--- src/spw_tx_pkg.sv ---
// SpaceWire transmit definitions shared by the character pipeline stages
`default_nettype none

package spw_tx_pkg;

	// ------------------------------
	// Character kinds
	// ------------------------------

	// Character currently held by the selector stage
	typedef enum logic [2:0] {
		char_null,
		char_fct,
		char_data,
		char_eop,
		char_eep
	} tx_char_kind_e;

	// ------------------------------
	// Credit stage FSMs
	// ------------------------------

	// Freed-slot accumulator, holds while a request level stays high
	typedef enum logic [0:0] {
		acc_idle,
		acc_hold
	} fct_acc_state_e;

	// Credit hand-out machine
	typedef enum logic [1:0] {
		out_idle,
		out_send,
		out_wait
	} fct_out_state_e;

	// Saturating credit count, also the initial grant
	localparam logic [2:0] fct_credit_max = 3'd7;

	// ------------------------------
	// Code word sizes
	// ------------------------------

	// Control character: parity, flag, two bits
	localparam logic [3:0] len_ctrl = 4'd4;
	// Data character: parity, flag, eight bits
	localparam logic [3:0] len_data = 4'd10;
	// Width of the code word bus between encoder and serializer
	localparam int code_width = 14;

endpackage

`default_nettype wire

--- src/tx_fct_send.sv ---
// Flow-control credit stage, batches freed receive slots into FCT credits for transmission
`timescale 1ns/100ps
`default_nettype none

module tx_fct_send
(
	input wire pclk_tx,
	input wire enable_tx,
	input wire send_null_tx,
	input wire send_fct_now,
	input wire fct_sent,
	output logic [2:0] fct_flag_p
);

	import spw_tx_pkg::*;

	// Freed-slot count from the receiver, saturating
	logic [2:0] fct_flag;
	// One-cycle clear after a batch moved out
	logic clear_fct_flag;
	// Batch ready to move to the pending count
	logic batch_ready;

	fct_acc_state_e acc_state;
	fct_acc_state_e acc_next;
	fct_out_state_e out_state;
	fct_out_state_e out_next;

	// Full count and no request in flight
	assign batch_ready = !send_fct_now && (fct_flag == fct_credit_max);

	// ------------------------------
	// Accumulating FSM
	// ------------------------------

	// Counts one slot batch per request, ignores a held level
	always_comb
	begin
		acc_next = acc_state;
		case (acc_state)
			acc_idle:
			begin
				if (send_fct_now)
					acc_next = acc_hold;
			end
			acc_hold:
			begin
				if (!send_fct_now)
					acc_next = acc_idle;
			end
			default:
				acc_next = acc_idle;
		endcase
	end

	always_ff @(posedge pclk_tx or negedge enable_tx)
	begin
		if (!enable_tx)
		begin
			acc_state <= acc_idle;
			fct_flag <= 3'd0;
		end
		else if (send_null_tx)
		begin
			acc_state <= acc_next;
			// Clear wins over a request in the same cycle
			if (acc_state == acc_idle)
			begin
				if (clear_fct_flag)
					fct_flag <= 3'd0;
				else if (send_fct_now && (fct_flag < fct_credit_max))
					fct_flag <= fct_flag + 3'd1;
			end
		end
	end

	// ------------------------------
	// Hand-out FSM
	// ------------------------------

	always_comb
	begin
		out_next = out_state;
		case (out_state)
			out_idle:
			begin
				if (batch_ready)
					out_next = out_send;
			end
			out_send:
			begin
				if (fct_sent)
					out_next = out_wait;
			end
			out_wait:
			begin
				// Back to sending while credits remain
				if (!fct_sent)
				begin
					if (fct_flag_p != 3'd0)
						out_next = out_send;
					else
						out_next = out_idle;
				end
			end
			default:
				out_next = out_idle;
		endcase
	end

	always_ff @(posedge pclk_tx or negedge enable_tx)
	begin
		if (!enable_tx)
		begin
			// Initial grant, link start sends a full batch
			out_state <= out_send;
			fct_flag_p <= fct_credit_max;
			clear_fct_flag <= 1'b0;
		end
		else if (send_null_tx)
		begin
			out_state <= out_next;
			clear_fct_flag <= 1'b0;
			case (out_state)
				out_idle:
				begin
					// Take the whole batch and empty the accumulator
					if (batch_ready)
					begin
						fct_flag_p <= fct_flag;
						clear_fct_flag <= 1'b1;
					end
					else
						fct_flag_p <= 3'd0;
				end
				out_send:
				begin
					// One credit per FCT taken by the serializer
					if (fct_sent && (fct_flag_p != 3'd0))
						fct_flag_p <= fct_flag_p - 3'd1;
				end
				default:
					fct_flag_p <= fct_flag_p;
			endcase
		end
	end

endmodule

`default_nettype wire

--- src/tx_char_select.sv ---
// Character selector stage, picks FCT, N-char or NULL and holds it for the encoder
`timescale 1ns/100ps
`default_nettype none

module tx_char_select
#(
	parameter int data_width = 8
)
(
	input wire pclk_tx,
	input wire enable_tx,
	input wire send_null_tx,
	input wire send_fct_tx,
	input wire send_char_tx,
	input wire tx_valid,
	input wire [data_width-1:0] tx_data,
	input wire tx_eop,
	input wire [2:0] fct_flag_p,
	input wire char_load,
	output spw_tx_pkg::tx_char_kind_e char_kind,
	output logic [data_width-1:0] char_data,
	output logic fct_sent,
	output logic tx_ready
);

	import spw_tx_pkg::*;

	// Credit left once a held FCT leaves
	logic fct_avail;
	// Next character comes from the source
	logic nchar_next;
	tx_char_kind_e kind_next;

	// Held FCT taken by the serializer this cycle
	assign fct_sent = char_load && (char_kind == char_fct);

	// The FCT leaving now is still counted in fct_flag_p
	assign fct_avail = fct_flag_p > {2'b00, fct_sent};

	// ------------------------------
	// Next character
	// ------------------------------

	// FCT first, then N-char, NULL as filler
	always_comb
	begin
		nchar_next = 1'b0;
		if (send_fct_tx && fct_avail)
			kind_next = char_fct;
		else if (send_char_tx && tx_valid)
		begin
			nchar_next = 1'b1;
			// Port char_data hides the enum value, so scope it
			if (!tx_eop)
				kind_next = spw_tx_pkg::char_data;
			else if (tx_data[0])
				kind_next = char_eep;
			else
				kind_next = char_eop;
		end
		else
			kind_next = char_null;
	end

	// Source character taken into the hold register
	assign tx_ready = char_load && nchar_next;

	always_ff @(posedge pclk_tx or negedge enable_tx)
	begin
		if (!enable_tx)
			char_kind <= char_null;
		else if (send_null_tx && char_load)
			char_kind <= kind_next;
	end

	// Payload follows the kind, EOP and EEP keep tx_data too
	always_ff @(posedge pclk_tx)
	begin
		if (send_null_tx && char_load && nchar_next)
			char_data <= tx_data;
	end

endmodule

`default_nettype wire

--- src/tx_char_encode.sv ---
// Character encoder stage, builds parity-extended code words with running odd parity
`timescale 1ns/100ps
`default_nettype none

module tx_char_encode
#(
	parameter int data_width = 8
)
(
	input wire pclk_tx,
	input wire enable_tx,
	input wire send_null_tx,
	input wire char_load,
	input wire spw_tx_pkg::tx_char_kind_e char_kind,
	input wire [data_width-1:0] char_data,
	output logic [spw_tx_pkg::code_width-1:0] code_word,
	output logic [3:0] code_len
);

	import spw_tx_pkg::*;

	// Data bits carried by an N-char
	localparam int payload_bits = len_data - 2;

	// Ones parity of the previous character's payload
	logic prev_par;
	// Ones parity of this character's payload
	logic payload_par;
	logic [payload_bits-1:0] data_ext;

	// ------------------------------
	// Code word, LSB sent first
	// ------------------------------

	// Bit 0 parity, bit 1 flag, then payload
	// Parity covers previous payload plus this parity and flag
	always_comb
	begin
		data_ext = '0;
		data_ext[data_width-1:0] = char_data;
		code_word = '0;
		code_len = len_ctrl;
		payload_par = 1'b0;
		case (char_kind)
			spw_tx_pkg::char_data:
			begin
				// Flag 0, so parity inverts
				code_word[0] = ~prev_par;
				code_word[1] = 1'b0;
				code_word[payload_bits+1:2] = data_ext;
				code_len = len_data;
				payload_par = ^data_ext;
			end
			char_fct:
				code_word[3:0] = {2'b00, 1'b1, prev_par};
			char_eop:
			begin
				code_word[3:0] = {1'b0, 1'b1, 1'b1, prev_par};
				payload_par = 1'b1;
			end
			char_eep:
			begin
				code_word[3:0] = {1'b1, 1'b0, 1'b1, prev_par};
				payload_par = 1'b1;
			end
			default:
			begin
				// NULL is ESC then FCT
				// FCT half sees the ESC payload 11, even
				code_word[7:0] = {4'b0010, 3'b111, prev_par};
				code_len = len_ctrl + len_ctrl;
			end
		endcase
	end

	// Payload parity moves on as the serializer takes the word
	always_ff @(posedge pclk_tx or negedge enable_tx)
	begin
		if (!enable_tx)
			prev_par <= 1'b0;
		else if (send_null_tx && char_load)
			prev_par <= payload_par;
	end

endmodule

`default_nettype wire

--- src/tx_ds_serializer.sv ---
// Data-strobe serializer stage, shifts code words onto the dout/sout pair
`timescale 1ns/100ps
`default_nettype none

module tx_ds_serializer
(
	input wire pclk_tx,
	input wire enable_tx,
	input wire send_null_tx,
	input wire [spw_tx_pkg::code_width-1:0] code_word,
	input wire [3:0] code_len,
	output logic dout,
	output logic sout,
	output logic char_load
);

	import spw_tx_pkg::*;

	// Bits still queued behind the one on dout
	logic [code_width-1:0] shift_reg;
	// Count of queued bits, zero on the last bit of a word
	logic [3:0] bits_left;
	// Bit going onto dout at the next edge
	logic next_bit;

	// Last bit on the wire, next word loads at this edge
	assign char_load = send_null_tx && (bits_left == 4'd0);

	assign next_bit = char_load ? code_word[0] : shift_reg[0];

	// ------------------------------
	// Wire pair
	// ------------------------------

	// Strobe toggles when data repeats
	// so exactly one wire changes per bit
	always_ff @(posedge pclk_tx or negedge enable_tx)
	begin
		if (!enable_tx)
		begin
			dout <= 1'b0;
			sout <= 1'b0;
			bits_left <= 4'd0;
		end
		else if (send_null_tx)
		begin
			dout <= next_bit;
			if (next_bit == dout)
				sout <= ~sout;
			if (char_load)
				bits_left <= code_len - 4'd1;
			else
				bits_left <= bits_left - 4'd1;
		end
	end

	// Shift register, bit 0 goes out first
	always_ff @(posedge pclk_tx)
	begin
		if (send_null_tx)
		begin
			if (char_load)
				shift_reg <= code_word >> 1;
			else
				shift_reg <= shift_reg >> 1;
		end
	end

endmodule

`default_nettype wire

--- src/spw_tx_top.sv ---
// SpaceWire transmit top level, credit, select, encode and serialize stages in a chain
`timescale 1ns/100ps
`default_nettype none

module spw_tx_top
#(
	parameter int data_width = 8
)
(
	input wire pclk_tx,
	input wire enable_tx,
	input wire send_null_tx,
	input wire send_fct_tx,
	input wire send_char_tx,
	input wire send_fct_now,
	input wire tx_valid,
	input wire [data_width-1:0] tx_data,
	input wire tx_eop,
	output logic dout,
	output logic sout,
	output logic tx_ready,
	output logic [2:0] fct_credit
);

	import spw_tx_pkg::*;

	// Credit stage to selector
	logic [2:0] fct_flag_p;
	logic fct_sent;
	// Serializer takes a word
	logic char_load;
	// Held character
	tx_char_kind_e char_kind;
	logic [data_width-1:0] char_data;
	// Encoder to serializer
	logic [code_width-1:0] code_word;
	logic [3:0] code_len;

	// Pending FCT count seen outside
	assign fct_credit = fct_flag_p;

	tx_fct_send u_fct_send (
		.pclk_tx(pclk_tx),
		.enable_tx(enable_tx),
		.send_null_tx(send_null_tx),
		.send_fct_now(send_fct_now),
		.fct_sent(fct_sent),
		.fct_flag_p(fct_flag_p)
	);

	tx_char_select #(.data_width(data_width)) u_char_select (
		.pclk_tx(pclk_tx),
		.enable_tx(enable_tx),
		.send_null_tx(send_null_tx),
		.send_fct_tx(send_fct_tx),
		.send_char_tx(send_char_tx),
		.tx_valid(tx_valid),
		.tx_data(tx_data),
		.tx_eop(tx_eop),
		.fct_flag_p(fct_flag_p),
		.char_load(char_load),
		.char_kind(char_kind),
		.char_data(char_data),
		.fct_sent(fct_sent),
		.tx_ready(tx_ready)
	);

	tx_char_encode #(.data_width(data_width)) u_char_encode (
		.pclk_tx(pclk_tx),
		.enable_tx(enable_tx),
		.send_null_tx(send_null_tx),
		.char_load(char_load),
		.char_kind(char_kind),
		.char_data(char_data),
		.code_word(code_word),
		.code_len(code_len)
	);

	tx_ds_serializer u_ds_serializer (
		.pclk_tx(pclk_tx),
		.enable_tx(enable_tx),
		.send_null_tx(send_null_tx),
		.code_word(code_word),
		.code_len(code_len),
		.dout(dout),
		.sout(sout),
		.char_load(char_load)
	);

endmodule

`default_nettype wire

--- config.mk ---
export PLATFORM = sky130hd
export DESIGN_NAME = spw_tx_top
export DESIGN_NICKNAME = d
export VERILOG_FILES = /design/src/spw_tx_pkg.sv /design/src/tx_fct_send.sv /design/src/tx_char_select.sv /design/src/tx_char_encode.sv /design/src/tx_ds_serializer.sv /design/src/spw_tx_top.sv
export SDC_FILE = /design/constraint.sdc
export NUM_CORES = 1
export LEC_CHECK = 0
export CORE_UTILIZATION = 56
export CTS_CLUSTER_SIZE = 10
export DETAILED_ROUTE_END_ITERATION = 8
export DONT_BUFFER_PORTS = 1
export HOLD_SLACK_MARGIN = 0.06
export MAX_ROUTING_LAYER = met4
export PLACE_DENSITY = 0.84
export SETUP_SLACK_MARGIN = 0.2
export SLEW_MARGIN = 30
export SYNTH_ARGS = -nofsm -noshare
export SYNTH_HDL_FRONTEND = slang
export SYNTH_SLANG_ARGS = --single-unit
--- constraint.sdc ---
create_clock -name pclk_tx -period 2.32 [get_ports pclk_tx]
set_input_delay 0.116 -clock pclk_tx [delete_from_list [all_inputs] [get_ports pclk_tx]]
set_output_delay 0.116 -clock pclk_tx [all_outputs]
set_load 0.01 [all_outputs]
**Word-level counts from Yosys, hierarchy flattened**

Index checks and enable logic that the tools add are counted.

- Shift operators: 0
- Order comparisons: 2
- Reduce and logical (&&, ||, !) cells: 23
- Bitwise logic cells: 3
- Add/subtract/negate cells: 4
- $mul: 0
- Muxes and demuxes: 27
- Div/mod/pow operators: 0
- Equality and inequality tests: 12

Operators by type and width:

| operator | count |
|---|---|
| 3-bit two-way mux | 8 |
| 4-bit one-hot mux with 2 select lines | 2 |
| 4-bit one-hot mux with 4 select lines | 1 |
| 1-bit logical AND | 10 |
| 9-bit two-way mux | 1 |
| 2-bit two-way mux | 4 |
| 8-bit XOR reduction | 1 |
| 4-bit by 1-bit subtractor with 4-bit output (second input constant) | 2 |
| 1-bit two-way mux | 7 |
| 3-bit by 2-bit equality test with 1-bit output (second input constant) | 2 |
| 3-bit equality test (second input constant) | 2 |
| 2-bit by 1-bit inequality test with 1-bit output (second input constant) | 3 |
| 2-bit one-hot mux with 3 select lines | 1 |
| 3-bit one-hot mux with 2 select lines | 1 |
| 3-bit AND reduction | 2 |
| 4-bit zero test | 1 |
| 4-bit two-way mux | 1 |
| 4-bit AND reduction | 1 |
| 2-bit nonzero test | 2 |
| 3-bit by 1-bit adder with 3-bit output (second input constant) | 1 |
| 3-bit by 1-bit equality test with 1-bit output (second input constant) | 1 |
| 3-bit by 1-bit > comparator with 1-bit output | 1 |
| 3-bit less-than comparator (second input constant) | 1 |
| 1-bit inverter | 3 |
| other kinds (12) | 12 |

- Latch bits: 0
- Memory bits (writable): 0
- Memories kept: 0
- Memory bits (read-only): 0
- Logic and storage cells: 83
- Bits in registers: 37
- Output and inout bits: 6

**Longest topological paths before layout**

- Word-level depth: 7
- Depth in mapped cells: 8
- Gate-level depth less buffers: 6

**Cells and area by module**

A second synthesis with hierarchy kept.

- Cell total of the unflattened synthesis: 186
- Area total of the unflattened synthesis: 2,290.9 µm²

Modules (own cells, without submodules):

| module | instances | seq. area each (µm²) | cells an instance | area an instance (µm²) |
|---|---|---|---|---|
| tx_ds_serializer | 1 | 540.5 | 63 | 938.4 |
| tx_fct_send | 1 | 255.2 | 56 | 614.3 |
| tx_char_select | 1 | 315.3 | 29 | 452.9 |
| tx_char_encode | 1 | 25.0 | 38 | 285.3 |

**Least setup slack after synthesis**

No wires, ideal clock.

- Path type: flip-flop to flip-flop
- Start point: reg u_ds_serializer.bits_left[1]
- End point: reg u_char_select.char_data[0] (enable)
- Path buffers: 3
- Required time: 1.947 ns
- Path slack: -0.002 ns
- Library setup time: 0.373 ns
- Cell stages (with the launch flop): 7
- Arrival: 1.948 ns
- Cell sequence: dfrtp_1 or4b_1 buf_4 or2_4 buf_6 buf_6 a211oi_2

- Word-level cells in the longest chain between the ends: 7
- Elaborated cells on any way between the ends: 8
- Those cells by class: order compare (1); mux (1); reduce/logical (6)

RTL lines:

| element | RTL line | RTL |
|---|---|---|
| start, declared | tx_ds_serializer.sv:22 | `logic [3:0] bits_left;` |
| start signal, assigned | tx_ds_serializer.sv:51 | `bits_left <= code_len - 4'd1;` |
| start signal, assigned | tx_ds_serializer.sv:53 | `bits_left <= bits_left - 4'd1;` |
| 4-bit zero test (*) | tx_ds_serializer.sv:27 | `assign char_load = send_null_tx && (bits_left == 4'd0);` |
| 1-bit logical AND (*) | tx_ds_serializer.sv:27 |  |
| 1-bit logical AND | tx_char_select.sv:35 | `assign fct_sent = char_load && (char_kind == char_fct);` |
| 3-bit by 1-bit > comparator with 1-bit output | tx_char_select.sv:38 | `assign fct_avail = fct_flag_p > {2'b00, fct_sent};` |
| 1-bit logical AND | tx_char_select.sv:48 | `if (send_fct_tx && fct_avail)` |
| 1-bit two-way mux | tx_char_select.sv:48 |  |
| 1-bit logical AND (*) | tx_char_select.sv:79 | `if (send_null_tx && char_load && nchar_next)` |
| end signal, assigned | tx_char_select.sv:80 | `char_data <= tx_data;` |
| end, declared | tx_char_select.sv:21 | `output logic [data_width-1:0] char_data,` |

Mark *: on every way between the ends. The rest lies on a longest branch, timed or not.
A chain may end at the register's enable or synchronous reset.

**Final worst setup path**

- Start point: reg u_ds_serializer.bits_left[1]
- End point: out tx_ready

- Word-level cells in the longest chain between the ends: 7

RTL lines:

| element | RTL line | RTL |
|---|---|---|
| 4-bit zero test (*) | tx_ds_serializer.sv:27 |  |
| 1-bit logical AND (*) | tx_ds_serializer.sv:27 |  |
| 1-bit logical AND | tx_char_select.sv:35 |  |
| 3-bit by 1-bit > comparator with 1-bit output | tx_char_select.sv:38 |  |
| 1-bit logical AND | tx_char_select.sv:48 |  |
| 1-bit two-way mux | tx_char_select.sv:48 |  |
| 1-bit logical AND (*) | tx_char_select.sv:66 | `assign tx_ready = char_load && nchar_next;` |
| end, declared | spw_tx_top.sv:21 | `output logic tx_ready,` |

Marked as above.

==> key figures <==
Critical path
  • Crit-path leading delay family: simple AND/OR/NAND/NOR gates
  • Worst Path Max Fanout: 5
  • Crit path kind: reg -> out
  • Reg2reg start: u_ds_serializer.bits_left[1]
  • CP max stage cell: or4b_4
  • Flop-to-flop setup slack: 0.26 ns
  • Critical path endpoint category: output pin
  • Worst path required time: about 2.2 ns
  • R2R Path End: u_ds_serializer.sout
  • CP startpoint kind: flip-flop
  • Buffer and inverter count on the worst path: 1
  • Worst path max stage delay: slightly below 0.6 ns
  • CP cell instances: or4b_4, or2_4, a211oi_4, buf_4
  • Worst r2r path cells: 6
  • Critical Path AT: 1.97 ns

CTS
  • Clk pin slew, worst setup/hold paths: about 0.1 ns
  • Root Buffer: clkbuf_4
  • Clock Latency Late Sink: around 0.34 ns
  • Clock Sinks: 37
  • H-Tree Depth: 2
  • CTS max path bufs: 2
  • CTS Buf Count: 5
  • CTS tree: built

Floorplan
  • Core footprint: 3360 µm²
  • Top Ports: 22
  • Num rows: 21
  • Area of the die: 3790 µm²
  • Die extent in x: approximately 62 µm
  • Initial Util: approximately three fifths
  • Die height: between 60 and 70 µm

Timing
  • Worst clock skew: ~0.016 ns
  • Final setup TNS: 0 ns
  • Tmin final: around 2.1 ns
  • Fin Hold WS: 0.0828 ns
  • Fin. Hold Viols: 0
  • Fmax: ~0.48 GHz
  • Setup violations, final: 0
  • Slew Limit Fails: 0
  • Period Utilization, post-route: between 90% and 100%
  • Slew @ Worst Pin: roughly 0.8 ns
  • RSZ-0062 raised after global routing: yes
  • Max-Slew Margin vs Limit: between 40% and 50%

Min path
  • Hold wc startpoint: send_null_tx
  • Worst Hold Depth: 2
  • Min-Delay Endpoint: u_fct_send.out_state[0]
  • Hold Crit Class: in -> reg

Pwr
  • Leak pwr: between 0.8 and 0.9 nW
  • Maximum VDD drop: 0.732 mV
  • Power per Cell Area: 956 nW/µm²

Detailed routing
  • Pre-antenna DRT Iters: 5
  • Total vias in the final route: ~1500
  • Initial DRC count: 83
  • Post-Route WL: approximately 4200 µm
  • Wire length per cell: roughly 17 µm
  • Mean number of vias per cell: just over 6
  • Detail Route Antenna Nets: 0
  • DRC viols: 0

Placement
  • Placer congestion estimate: about 0.86
  • PortBufs: 0
  • Final HPWL DP: between 2000 and 3000 µm
  • DP Area: 2030 µm²
  • Placed cell count: roughly 220

Cells and area
  • Multi-input logic area: about 920 µm²
  • Layout fillers: 254
  • N_diodes: 0
  • Final #Nets: 221
  • Finished Cell Area: 2270 µm²
  • Share of cells above drive strength 1: 18.4%
  • Finished Layout Cells: around 250
  • Register area: 1020 µm²
  • P&R area growth vs syn: 14.3%
  • Max reg flops: 9

Logic synthesis
  • Post-synth EDFFs: 17
  • Post-Syn Nets: just under 200
  • Asr flop ratio synth: 54.1%
  • Register area share after synthesis: 51.1%
  • Register bit count reported by yosys: 37
  • Synth Flop Type: edfxtp_1
  • Netlist cell types: 55
  • Syn Area/Cell: 11.2 µm²
  • Mapped Cells: 177
  • Leading area contributor after synthesis: edfxtp_1
  • Area contributors post-synth: edfxtp_1 26%, dfrtp_1 20%, dfstp_2 5.3%
  • Ys Warns: 0
  • Post-Syn Area: 1990 µm²
  • Synth top area share: roughly 26%

GRT
  • Total Routing Usage GR: 25.8%
  • Largest net degree at the start of global routing: 21
  • Initial antenna violation count: 0
  • Overflow after GRT: 0
  • First-pass GRT wire length: between 6000 and 7000 µm
  • Vias in the first global route: roughly 1400

Flow run
  • Max-Cap Viols: 0

Run status
  • Status: completed
## logic make-up (layout without fill, tap and decap cells)
group	count (synthesis)	in the layout	share of synthesized area, %
simple gates	55	56	16.6
compound gates	45	45	15.8
flops	37	37	51.1
buf+inv	17	40	4.40
xor+xnor	11	11	4.84
mux	7	7	4.09
fa+ha+maj	5	5	3.14
## final cells by class
| class | instances | area share [%] |
|---|---|---|
| multi-input cells | 124 | 40.4 |
| inverters | 10 | 1.65 |
| repair buffers | 22 | 8.58 |
| clock inverters | 1 | 0.165 |
| well taps | 46 | 2.53 |
| clock buffers | 7 | 1.98 |
| flip-flops and latches | 37 | 44.7 |
## synthesized netlist by cell type, types with 4 or more instances
library cell	count
dfstp_2	4
inv_1	10
xnor2_1	9
mux2_2	5
dfrtp_1	16
nand2b_1	5
o21ai_0	11
ha_1	5
edfxtp_1	17
a21oi_1	9
nand2_1	20
## worst reg2reg max path, cell delays in order (launching register included)
cell       delay, ns
dfrtp_1         0.41
or4b_4          0.59
or2_4           0.29
buf_4           0.14
buf_4           0.15
a211o_1         0.27
o2111ai_1       0.11
## metrics by stage
step / utilization (%) / power [mW] / worst slack [ns]
after floorplan: - / 1.60 / 0.121
after global placement: 60.3 / 1.68 / 0.288
after detailed placement: 60.3 / 1.75 / 0.223
after CTS: 67.3 / 2.14 / 0.209
after global routing: 67.6 / 2.32 / 0.174
final: 67.6 / 2.18 / 0.230
## layer usage
metal	vias to the layer above	part of all wire (%)	track usage [%]
met1	719	41	30.9
met2	82	50	42.5
met5	-	0	-
met3	13	6.6	4.83
li1	689	-	-
met4	0	2.4	11.4
## timing repair
action                     4_1_cts  5_1_grt
hold buffers                    13        1
pin swaps                        2        1
hold endpoints to repair        57       16
cloned                           1        0
setup endpoints to repair        1       12
setup buffers                    4        1
gates resized for setup          3        0
## report_power, final
part | leakage [nW] | switching [mW] | internal (mW)
Sequential | 0.402 | 0.210 | 0.869
Clock | 0.0269 | 0.197 | 0.117
Combinational | 0.446 | 0.399 | 0.383
Total | 0.875 | 0.807 | 1.37
## worst max path at each step
stage / start / to / depth (start not counted)
2_1_floorplan: u_ds_serializer.bits_left[1] / u_char_select.char_data[0] / 6
3_3_place_gp: u_char_select.char_kind[1] / u_char_select.char_data[5] / 3
3_5_place_dp: u_ds_serializer.bits_left[0] / u_char_select.char_data[5] / 3
4_1_cts: u_ds_serializer.bits_left[1] / tx_ready / 4
5_1_grt: u_ds_serializer.bits_left[1] / u_ds_serializer.bits_left[2] / 6
6_report: u_ds_serializer.bits_left[1] / tx_ready / 4
## layout by cell type (no fill, tap or decap), types with 3 or more instances in the layout
cell / count
nand2_1: 20
edfxtp_1: 17
dfrtp_1: 16
dlygate4sd3_1: 13
o21ai_0: 11
inv_1: 10
xnor2_1: 9
a21oi_1: 9
buf_4: 8
nand2b_1: 5
mux2_2: 5
ha_1: 5
clkbuf_4: 5
dfstp_2: 4
o21ai_1: 3
nor2_1: 3
nor2b_1: 3
nor3b_1: 3
No activity file was read; power rests on OpenSTA's default activity.
